<file path="config.mk">
export PLATFORM = sky130hd
export DESIGN_NAME = BubbleDrive8_emucore
export DESIGN_NICKNAME = d
export VERILOG_FILES = /design/src/verilog/romPkg.sv /design/src/verilog/bubblePkg.sv /design/src/verilog/BubbleDrive8_emucore.sv /design/src/verilog/BubbleChannel.sv /design/src/verilog/SPILoader.sv /design/src/verilog/TimingGenerator.sv
export SDC_FILE = /design/constraint.sdc
export NUM_CORES = 1
export LEC_CHECK = 0
export BUFFER_PORTS_ARGS = -buffer_cell sky130_fd_sc_hd__clkbuf_2
export CELL_PAD_IN_SITES_DETAIL_PLACEMENT = 1
export CELL_PAD_IN_SITES_GLOBAL_PLACEMENT = 2
export CORE_MARGIN = 10
export CORE_UTILIZATION = 48
export CTS_BUF_LIST = sky130_fd_sc_hd__clkbuf_4 sky130_fd_sc_hd__clkbuf_8 sky130_fd_sc_hd__clkbuf_16
export DETAILED_ROUTE_END_ITERATION = 6
export GPL_ROUTABILITY_DRIVEN = 0
export PLACE_DENSITY_LB_ADDON = 0.25
export REMOVE_ABC_BUFFERS = 1
export SLEW_MARGIN = 20
export SYNTH_ARGS = -nofsm -noshare
export SYNTH_HDL_FRONTEND = slang
export SYNTH_SLANG_ARGS = --single-unit
</file>
<file path="constraint.sdc">
create_clock -name MCLK -period 12.6 [get_ports MCLK]
set_input_delay 0.63 -clock MCLK [delete_from_list [all_inputs] [get_ports MCLK]]
set_output_delay 0.63 -clock MCLK [all_outputs]
set_load 0.03 [all_outputs]
</file>
<file path="src/verilog/romPkg.sv">
package romPkg;

// Standard serial flash read
localparam logic [7:0] romReadCmd = 8'h03;

typedef logic [23:0] romAddr_t;

// Image and page layout in the flash
localparam int imageBytes = 2048;
localparam int pageBytes  = 32;

// Command byte followed by a 24-bit address
localparam int romCmdBits = 8 + $bits(romAddr_t);

endpackage

</file>
<file path="src/verilog/bubblePkg.sv">
package bubblePkg;

// Drive geometry
localparam int numChannels = 4;
localparam int pageBits    = 256;
localparam int channelBits = pageBits / numChannels;
localparam int numPages    = 64;

// MCLK cycles per CLKOUT period, 48 MHz down to 4 MHz
localparam int clkDiv = 12;

typedef logic [$clog2(numPages)-1:0]    pagePos_t;
typedef logic [$clog2(channelBits)-1:0] chanAddr_t;
typedef logic [$clog2(numChannels)-1:0] chanSel_t;

// Access cycle of one page
typedef enum logic [1:0] {
    ACC_IDLE,
    ACC_LOAD,
    ACC_WAIT,
    ACC_OUT
} accType_e;

// One bit into one of the page buffers
typedef struct packed {
    logic      en;
    chanSel_t  chan;
    chanAddr_t addr;
    logic      data;
} bufWrite_t;

// Access request to the loader
typedef struct packed {
    accType_e acc;
    pagePos_t absPos;
    logic     boot;
} accCtrl_t;

endpackage
</file>
<file path="src/verilog/BubbleDrive8_emucore.sv">
`timescale 1ns/1ps

module BubbleDrive8_emucore
    import bubblePkg::*;
(
    // 48 MHz master clock
    input  logic       MCLK,
    input  logic       reset,

    input  logic [2:0] IMGNUM,
    input  logic       nSYSOK,

    // 4 MHz to the host
    output logic       CLKOUT,

    input  logic       nBSS,
    input  logic       nBSEN,
    input  logic       nREPEN,
    input  logic       nBOOTEN,
    input  logic       nSWAPEN,

    output logic       DOUT0,
    output logic       DOUT1,
    output logic       DOUT2,
    output logic       DOUT3,

    // Serial flash
    output logic       nROMCS,
    output logic       ROMMOSI,
    input  logic       ROMMISO,
    output logic       ROMCLK,

    output logic       nACC
);

accCtrl_t               accCtrl;
logic                   loadDone;
bufWrite_t              bufWrite;
logic                   bitStrobe;
logic                   shiftLoad;
logic [numChannels-1:0] chanOut;

TimingGenerator TimingGenerator_0 (
    .MCLK      (MCLK),
    .reset     (reset),
    .nSYSOK    (nSYSOK),
    .nBSS      (nBSS),
    .nBSEN     (nBSEN),
    .nBOOTEN   (nBOOTEN),
    .CLKOUT    (CLKOUT),
    .accCtrl   (accCtrl),
    .loadDone  (loadDone),
    .bitStrobe (bitStrobe),
    .shiftLoad (shiftLoad),
    .nACC      (nACC)
);

SPILoader SPILoader_0 (
    .MCLK     (MCLK),
    .reset    (reset),
    .IMGNUM   (IMGNUM),
    .accCtrl  (accCtrl),
    .loadDone (loadDone),
    .bufWrite (bufWrite),
    .nCS      (nROMCS),
    .MOSI     (ROMMOSI),
    .MISO     (ROMMISO),
    .CLK      (ROMCLK)
);

// Every channel sees the same write, each picks its own bits
for (genvar i = 0; i < numChannels; i++) begin : channelGen
    BubbleChannel #(
        .channelIndex (i)
    ) channel_i (
        .MCLK      (MCLK),
        .reset     (reset),
        .bufWrite  (bufWrite),
        .bitStrobe (bitStrobe),
        .shiftLoad (shiftLoad),
        .dout      (chanOut[i])
    );
end

assign DOUT0 = chanOut[0];
assign DOUT1 = chanOut[1];
assign DOUT2 = chanOut[2];
assign DOUT3 = chanOut[3];

endmodule

</file>
<file path="src/verilog/BubbleChannel.sv">
`timescale 1ns/1ps

module BubbleChannel
    import bubblePkg::*;
#(
    parameter int channelIndex = 0
)
(
    input  logic      MCLK,
    input  logic      reset,

    input  bufWrite_t bufWrite,

    input  logic      bitStrobe,
    input  logic      shiftLoad,

    output logic      dout
);

logic [channelBits-1:0] pageBuf;
chanAddr_t              readIdx;
logic                   wrapped;

always_ff @(posedge MCLK) begin
    if (bufWrite.en && bufWrite.chan == chanSel_t'(channelIndex)) begin
        pageBuf[bufWrite.addr] <= bufWrite.data;
    end
end

always_ff @(posedge MCLK) begin
    if (reset) begin
        readIdx <= '0;
        wrapped <= 1'b0;
        dout    <= 1'b0;
    end else if (shiftLoad) begin
        readIdx <= '0;
        wrapped <= 1'b0;
        dout    <= 1'b0;
    end else if (bitStrobe) begin
        if (wrapped) begin
            // Strobe after the last bit ends the page
            dout <= 1'b0;
        end else begin
            dout    <= pageBuf[readIdx];
            readIdx <= readIdx + 1'b1;
            if (readIdx == chanAddr_t'(channelBits - 1)) begin
                wrapped <= 1'b1;
            end
        end
    end
end

endmodule

</file>
<file path="src/verilog/SPILoader.sv">
`timescale 1ns/1ps

module SPILoader
    import bubblePkg::*;
    import romPkg::*;
(
    input  logic       MCLK,
    input  logic       reset,

    input  logic [2:0] IMGNUM,

    input  accCtrl_t   accCtrl,
    output logic       loadDone,

    output bufWrite_t  bufWrite,

    output logic       nCS,
    output logic       MOSI,
    input  logic       MISO,
    output logic       CLK
);

typedef enum logic [1:0] {
    SPI_IDLE,
    SPI_CMD,
    SPI_DATA,
    SPI_END
} spiState_e;

spiState_e             spiState;
accType_e              accPrev;
logic                  phase;
logic [4:0]            cmdCnt;
logic [7:0]            dataCnt;
logic [romCmdBits-1:0] cmdShift;

pagePos_t              page;
romAddr_t              romAddr;
logic                  loadStart;
logic                  sampleBit;

logic                  wrEn;
chanSel_t              wrChan;
chanAddr_t             wrAddr;
logic                  wrData;

// Boot loop always lives on page 0
assign page    = accCtrl.boot ? '0 : accCtrl.absPos;
assign romAddr = romAddr_t'(IMGNUM) * romAddr_t'(imageBytes)
               + romAddr_t'(page) * romAddr_t'(pageBytes);

assign loadStart = (accCtrl.acc == ACC_LOAD) && (accPrev != ACC_LOAD);

// MISO is taken as ROMCLK rises
assign sampleBit = (spiState == SPI_DATA) && !phase;

always_ff @(posedge MCLK) begin
    if (reset) begin
        spiState <= SPI_IDLE;
        accPrev  <= ACC_IDLE;
        phase    <= 1'b0;
        cmdCnt   <= '0;
        dataCnt  <= '0;
        nCS      <= 1'b1;
        MOSI     <= 1'b0;
        CLK      <= 1'b0;
        loadDone <= 1'b0;
        wrEn     <= 1'b0;
    end else begin
        accPrev  <= accCtrl.acc;
        loadDone <= 1'b0;
        wrEn     <= sampleBit;

        case (spiState)
            SPI_IDLE: begin
                if (loadStart) begin
                    nCS      <= 1'b0;
                    MOSI     <= romReadCmd[7];
                    phase    <= 1'b0;
                    cmdCnt   <= '0;
                    spiState <= SPI_CMD;
                end
            end

            SPI_CMD: begin
                phase <= ~phase;
                CLK   <= ~phase;
                // MOSI moves with the falling ROMCLK
                if (phase) begin
                    if (cmdCnt == 5'(romCmdBits - 1)) begin
                        MOSI     <= 1'b0;
                        dataCnt  <= '0;
                        spiState <= SPI_DATA;
                    end else begin
                        MOSI   <= cmdShift[romCmdBits-2];
                        cmdCnt <= cmdCnt + 5'd1;
                    end
                end
            end

            SPI_DATA: begin
                phase <= ~phase;
                CLK   <= ~phase;
                if (phase) begin
                    dataCnt <= dataCnt + 8'd1;
                    if (dataCnt == 8'(pageBits - 1)) begin
                        spiState <= SPI_END;
                    end
                end
            end

            SPI_END: begin
                // Two idle cycles before deselect
                phase <= ~phase;
                if (phase) begin
                    nCS      <= 1'b1;
                    loadDone <= 1'b1;
                    spiState <= SPI_IDLE;
                end
            end

            default: spiState <= SPI_IDLE;
        endcase
    end
end

always_ff @(posedge MCLK) begin
    if (spiState == SPI_IDLE && loadStart) begin
        cmdShift <= {romReadCmd, romAddr};
    end else if (spiState == SPI_CMD && phase) begin
        cmdShift <= cmdShift << 1;
    end

    // Page bit k lands in channel k mod 4 at address k/4
    if (sampleBit) begin
        wrChan <= dataCnt[1:0];
        wrAddr <= dataCnt[7:2];
        wrData <= MISO;
    end
end

assign bufWrite = '{en: wrEn, chan: wrChan, addr: wrAddr, data: wrData};

endmodule

</file>
<file path="src/verilog/TimingGenerator.sv">
`timescale 1ns/1ps

module TimingGenerator
    import bubblePkg::*;
(
    input  logic     MCLK,
    input  logic     reset,

    input  logic     nSYSOK,
    input  logic     nBSS,
    input  logic     nBSEN,
    input  logic     nBOOTEN,

    output logic     CLKOUT,

    output accCtrl_t accCtrl,
    input  logic     loadDone,

    output logic     bitStrobe,
    output logic     shiftLoad,

    output logic     nACC
);

logic [3:0] divCnt;
logic       clkRise;

logic [2:0] bssSync;
logic       bssFall;

accType_e   state;
pagePos_t   absPos;
logic       boot;
logic [6:0] outCnt;

// CLKOUT goes high on the next edge
assign clkRise = (divCnt == 4'(clkDiv - 1));

// Two sync stages, third one for the edge
assign bssFall = bssSync[2] & ~bssSync[1];

always_ff @(posedge MCLK) begin
    if (reset) begin
        // Start mid-period so the first low phase is a full half period
        divCnt <= 4'(clkDiv / 2);
        CLKOUT <= 1'b0;
    end else begin
        if (clkRise) begin
            divCnt <= '0;
            CLKOUT <= 1'b1;
        end else begin
            divCnt <= divCnt + 4'd1;
            if (divCnt == 4'(clkDiv / 2 - 1)) begin
                CLKOUT <= 1'b0;
            end
        end
    end
end

always_ff @(posedge MCLK) begin
    if (reset) begin
        bssSync <= '1;
    end else begin
        bssSync <= {bssSync[1:0], nBSS};
    end
end

always_ff @(posedge MCLK) begin
    if (reset) begin
        state     <= ACC_IDLE;
        absPos    <= '0;
        boot      <= 1'b0;
        outCnt    <= '0;
        bitStrobe <= 1'b0;
        shiftLoad <= 1'b0;
    end else begin
        bitStrobe <= 1'b0;
        shiftLoad <= 1'b0;

        case (state)
            ACC_IDLE: begin
                if (bssFall && !nSYSOK) begin
                    state <= ACC_LOAD;
                    boot  <= ~nBOOTEN;
                end
            end

            ACC_LOAD: begin
                if (loadDone) begin
                    state <= ACC_WAIT;
                end
            end

            ACC_WAIT: begin
                if (!nBSEN) begin
                    state     <= ACC_OUT;
                    shiftLoad <= 1'b1;
                    outCnt    <= '0;
                end
            end

            ACC_OUT: begin
                if (clkRise) begin
                    bitStrobe <= 1'b1;
                    outCnt    <= outCnt + 7'd1;
                end
                // Strobe after bit 63 closes the page, channels drop DOUT here too
                if (bitStrobe && outCnt == 7'(channelBits + 1)) begin
                    state <= ACC_IDLE;
                    if (!boot) begin
                        absPos <= absPos + 1'b1;
                    end
                end
            end

            default: state <= ACC_IDLE;
        endcase
    end
end

assign accCtrl = '{acc: state, absPos: absPos, boot: boot};

// Access LED
assign nACC = (state == ACC_IDLE);

endmodule

</file>
# [Word level (Yosys, flattened, before mapping)]
# Cells that the tools add are included.
# W data, S select, Z words.
[classes] add_sub_neg=10 magnitude_cmp=6 n_eq_ne=31 n_mux=65 bitwise=12 n_reduce_logical=42
[ops] operator="$bwmux W64" n=4
[ops] operator="$mux W24" n=2
[ops] operator="$lt A6 B7 Y1 const B" n=5
[ops] operator="$add A6 B1 Y6 const B" n=5
[ops] operator="$mux W1" n=26
[ops] operator="$bmux W1 S6" n=4
[ops] operator="$eq A6 B6 Y1 const B" n=4
[ops] operator="$mux W8" n=3
[ops] operator="$mux W2" n=10
[ops] operator="$ne A2 B1 Y1 const B" n=10
[ops] operator="$pmux W2 S4" n=2
[ops] operator="$pmux W8 S2" n=1
[ops] operator="$add A14 B11 Y15" n=1
[ops] operator="$mux W5" n=3
[ops] operator="$mux W7" n=2
[ops] operator="$pmux W7 S2" n=1
[ops] operator="$eq A2 B2 Y1 const B" n=6
[ops] operator="$reduce_and A3 Y1" n=4
[ops] operator="$reduce_and A4 Y1" n=3
[ops] operator="$reduce_bool A2 Y1" n=6
[ops] operator="$reduce_or A2 Y1" n=6
[ops] operator="$logic_and A1 B1 Y1" n=11
[ops] operator="$not A1 Y1" n=11
[ops] operator="$pmux W5 S2" n=1
[ops] operator="22 further kinds" n=35
[totals] regBits=377 in_bits=12 out_inout_bits=9 word_cells=207

# [Longest topological paths before layout]
[depth] depth_word=5 mapped_depth=9 mapped_depth_nobuf=9

# [Hierarchy]
# Synthesis repeated with hierarchy kept, for this count alone.
[unflattened] hier_cells=1345 hier_area_um2=16791.1
[by_module_without_submodules] module="BubbleChannel (channelGen[1].channel_i ...)" n_inst=2 cells_each=242 area_each_um2=3260.6 seq_area_each_um2=2082.0
[by_module_without_submodules] module="BubbleChannel (channelGen[3].channel_i)" n_inst=1 cells_each=250 area_each_um2=3284.4 seq_area_each_um2=2082.0
[by_module_without_submodules] module="BubbleChannel (channelGen[0].channel_i)" n_inst=1 cells_each=248 area_each_um2=3281.9 seq_area_each_um2=2082.0
[by_module_without_submodules] module="SPILoader" n_inst=1 cells_each=226 area_each_um2=2456.1 seq_area_each_um2=1441.4
[by_module_without_submodules] module="TimingGenerator" n_inst=1 cells_each=137 area_each_um2=1247.4 seq_area_each_um2=520.5

# [Worst setup path before layout]
# OpenSTA, ideal clock, no wires.
[synth_path] path_kind="reg-to-reg" start="register SPILoader_0.wrData" end="register channelGen[0].channel_i.pageBuf[0], data pin" setup_time_ps=817 arrival_ps=3228 required_time_ps=11783 path_slack_ps=8554 path_stages_with_launch=1 n_path_buf=0 synth_period_minus_slack_ps=4046 cell_sequence="edfxtp_1"
[synth_via] elab_chain_cells=1
[synth_rtl] element="start, declared" line="SPILoader.sv:45" rtl="logic wrData;"
[synth_rtl] element="start signal, assigned" line="SPILoader.sv:138" rtl="wrData <= MISO;"
[synth_rtl] element="$bwmux W64" line="BubbleChannel.sv:26" rtl="pageBuf[bufWrite.addr] <= bufWrite.data;"
[synth_rtl] element="end signal, assigned by index" line="BubbleChannel.sv:26"
[synth_rtl] element="end, declared" line="BubbleChannel.sv:20" rtl="logic [channelBits-1:0] pageBuf;"
# Every way passes these cells.
# A chain may end at the register's enable or synchronous reset.

# [Final worst setup path]
[layout_path] start="register channelGen[2].channel_i.readIdx[2]" end="register channelGen[2].channel_i.dout"
[layout_via] elab_chain_cells=3
[layout_rtl] element="start, declared" line="BubbleChannel.sv:21" rtl="chanAddr_t readIdx;"
[layout_rtl] element="start signal, assigned" line="BubbleChannel.sv:45" rtl="readIdx <= readIdx + 1'b1;"
[layout_rtl] element="$bmux W1 S6" line="BubbleChannel.sv:44" rtl="dout <= pageBuf[readIdx];"
[layout_rtl] element="$mux W1 (not written as such)" line="BubbleChannel.sv:44"
[layout_rtl] element="$mux W1" line="BubbleChannel.sv:40" rtl="if (wrapped) begin"
[layout_rtl] element="end signal, assigned" line="BubbleChannel.sv:44"
[layout_rtl] element="end, declared" line="BubbleChannel.sv:17" rtl="output logic dout"
# Every way passes these cells. The select of a mux whose other input is x is not followed.

==> out/metrics.cfg <==
[clocking]
post-cts-setup-buffers=0
root_buffer=clkbuf_16
cts_buffers=42
cts_tree=built
cts_buffer_depth=3
clk_latency_ps=540
htreeDepth=2
cts.clk_slew.worst_paths_ps=60
post_cts_resized=0
cts.sinks=372
cts_hold_buf=0

[job]
cap_viol_max_count=0

[synthesis]
synth_top_family_by_area=simple AND/OR/NAND/NOR gates
synth_xor_area_frac=0.01891
synth-async-reset-ratio=0
synthAdderAreaFrac=0.01621
ys_seq_elements=372
yosys_warnings=0
yosys.area_share.simple=0.1557
synth_compound_gate_area_share=0.03443
synth.distinct_cells=58
synth_flop_cell=edfxtp_1
syn_area_per_cell_um2=12.53
synth_edf_count=284
yosys-mux-area-fraction=0.1115
syn_inst=1294
ys_seq_area_frac=0.6349
syn-cell-area_um2=16210

[timing]
final-hold-violation-count=0
tns_ps=0
slew_violations=0
grt_setup_unrepaired=no
relSlewSlack=0.2691
tightest_slew_ps=1092
clock.fmax_mhz=352.7
finClkSkew_ps=14.21
setup_viol=0
finalCriticalPeriod_ps=2835
whs_ps=270.5
finalCritPeriodShare=0.2250

[min_path]
whs_path_depth=2
min_path_type=primary input to flip-flop
min-delay-start=nBOOTEN
worstHoldEndpoint=TimingGenerator_0.boot

[global_routing]
grt_pass1_vias=10480
antenna_found_initial=0
grt_max_degree=137
overflow=0
grt.total_usage=0.1901
grt_pass1_wl_um=60930

[floorplanning]
core_um2=33450
die-width_um=203.8
io_pins=21
dieHeight_um=203.8
fp.dieArea_um2=41520
num_rows=67
initial_core_util=0.4846

[detailed_routing]
avgRoutedWirePerCell_um=22.21
vias=9988
ant_nets=0
drt-initial-drc-count=767
wl_um=39350
dr.pass1.iters=5
vias_per_cell=5.637
drc_errors=0

[status]
outcome=finished, final reports clean

[setup_path]
rr_worst_depth=5
critPathMaxFanout=12
worst_setup_path_start_kind=flip-flop
endpoint_kind=flip-flop
reg2reg_setup_slack_ps=9760
crit_arrival_ps=3280
rr_startpoint=channelGen[2].channel_i.readIdx[2]
reg2reg_to=channelGen[2].channel_i.dout
cp.required_ps=13050
path_class=flip-flop to flip-flop

[finish]
syn_to_final_growth_pct=11.08
fillers=3358
final_cell_count_no_fill=1772
multi_input_area_um2=5484
seq_area_um2=10290
diodes=0
final_nets=1323
layout-drive-gt1-share=0.1239
final_area_um2=18000

[place]
place_area_um2=16600
port_buffers=18
place_inst=1693
place_hpwl_um=24860

[power]
seq_power_share=0.497
ir_worst_vdd_mv=0.1238
leakage_uw=0.005575
comb_power_share=0.072
clock_power_share=0.431
switching_share=0.2345
switching_power_uw=665.1
power_density_nw_per_um2=157.6
intPower_uw=2172

## area by class of cell
cell class,instances,area share
tap,448,0.03113
clock inverter,25,0.01355
clock buffer,53,0.06366
sequential,372,0.5716
inverter,18,0.003753
timing repair buffer,33,0.01168
multi-input combinational,823,0.3046
## per-stage QoR
stage	total power [uW]	worst slack (ps)	util
finish	2837	9765	0.5382
CTS	2862	9758	0.5378
floorplan	1574	8554	-
global placement	1636	9878	0.4962
global route	2943	9567	0.5382
detailed placement	1643	9810	0.4962
## power by group through the flow
stage	combinational, uW	clock [uW]	sequential [uW]
2_1_floorplan	123	0	1450
3_3_place_gp	202	0	1430
3_5_place_dp	207	0	1440
4_1_cts	209	1240	1410
5_1_grt	232	1300	1420
6_report	206	1220	1410
## placed cells by master (no fill, tap or decap), types with 4 or more instances in the layout
cell	Yosys	final
nor2_1	338	338
edfxtp_1	284	284
nand2_1	125	125
dfxtp_1	88	87
mux4_2	44	44
clkbuf_16	0	42
mux2i_1	37	37
ha_1	21	21
xor2_1	20	20
a21oi_1	20	20
inv_1	18	18
clkbuf_2	0	18
mux4_1	17	17
nand2b_1	15	15
xnor2_1	15	15
nand4_1	14	14
and2_1	14	14
buf_4	3	13
o21ai_0	12	12
a211oi_1	12	12
nand3_1	12	11
nor2b_1	10	10
a22oi_1	10	10
nor3b_1	12	9
nor3_1	10	9
clkinv_2	0	9
clkbuf_4	1	9
and3_1	7	7
clkinv_1	0	6
and3b_1	5	5
or3_1	5	5
nor3b_2	1	4
nand3b_1	4	4
or2_2	4	4
o21ai_1	4	4
o22ai_1	4	4
a31oi_1	4	4
bufinv_16	0	4
## Yosys cell counts (all sizes together), types with 3 or more instances
library cell | number | area share
xnor2 | 15 | 0.0081
mux4 | 61 | 0.089
o22ai | 4 | 0.0015
a22oi | 10 | 0.0046
nand4 | 14 | 0.0054
nor3 | 10 | 0.0031
nor2b | 10 | 0.0039
a2111oi | 3 | 0.0016
clkbuf | 60 | 0.014
a21oi | 21 | 0.0067
a211oi | 13 | 0.0063
o21ai | 16 | 0.0049
dfxtp | 88 | 0.11
nand2 | 125 | 0.029
and2 | 14 | 0.0054
nor2 | 338 | 0.078
mux2i | 37 | 0.023
and3b | 5 | 0.0027
and3 | 7 | 0.0027
nand3 | 12 | 0.0037
or3 | 5 | 0.0019
buf | 21 | 0.010
nand2b | 15 | 0.0058
nor3b | 13 | 0.0063
or2 | 5 | 0.0019
xor2 | 20 | 0.011
a31oi | 4 | 0.0015
edfxtp | 284 | 0.53
inv | 18 | 0.0042
ha | 21 | 0.016
nand3b | 4 | 0.0019
## registers in the layout, summed over array words and instances, names as in the netlist, 4 cells and up
signal / count
channelGen.channel_i.pageBuf: 256
SPILoader_0.cmdShift: 26
channelGen.channel_i.readIdx: 24
SPILoader_0.dataCnt: 8
TimingGenerator_0.outCnt: 7
SPILoader_0.wrAddr: 6
TimingGenerator_0.absPos: 6
SPILoader_0.cmdCnt: 5
TimingGenerator_0.divCnt: 4
channelGen.channel_i.dout: 4
channelGen.channel_i.wrapped: 4
## worst max-delay path by stage
| stage | to | slack (ps) | cells after the start | from |
|---|---|---|---|---|
| after floorplan | channelGen[0].channel_i.pageBuf[0] | 8550 | 0 | SPILoader_0.wrData |
| after global placement | channelGen[1].channel_i.dout | 9880 | 4 | reset |
| after detailed placement | SPILoader_0.cmdShift[5] | 9810 | 4 | TimingGenerator_0.state[1] |
| after CTS | channelGen[2].channel_i.dout | 9760 | 5 | channelGen[2].channel_i.readIdx[2] |
| after global routing | SPILoader_0.cmdShift[13] | 9570 | 4 | TimingGenerator_0.state[1] |
| final | channelGen[2].channel_i.dout | 9760 | 5 | channelGen[2].channel_i.readIdx[2] |
## logic make-up (layout without fill, tap and decap cells)
| family | Yosys count | after routing |
|---|---|---|
| simple gates | 584 | 584 |
| flops | 372 | 372 |
| buf+inv | 99 | 129 |
| mux | 98 | 98 |
| compound gates | 85 | 85 |
| xor+xnor | 35 | 35 |
| fa+ha+maj | 21 | 21 |
## per-layer routing
| metal | wire length (um) | GRT usage | up-vias |
|---|---|---|---|
| met5 | 0 | 0 | - |
| met4 | 1231 | 0.06315 | 0 |
| met3 | 1383 | 0.02729 | 78 |
| met2 | 19780 | 0.3280 | 186 |
| met1 | 16960 | 0.2412 | 5106 |
| li1 | - | - | 4618 |
## worst max-delay path: stages (launching register included)
cell and delay, ps:
dfxtp_1 890, inv_1 420, mux4_2 580, a211oi_1 440, o221ai_1 230, a21oi_1 180
No activity file was read; power rests on OpenSTA's default activity.
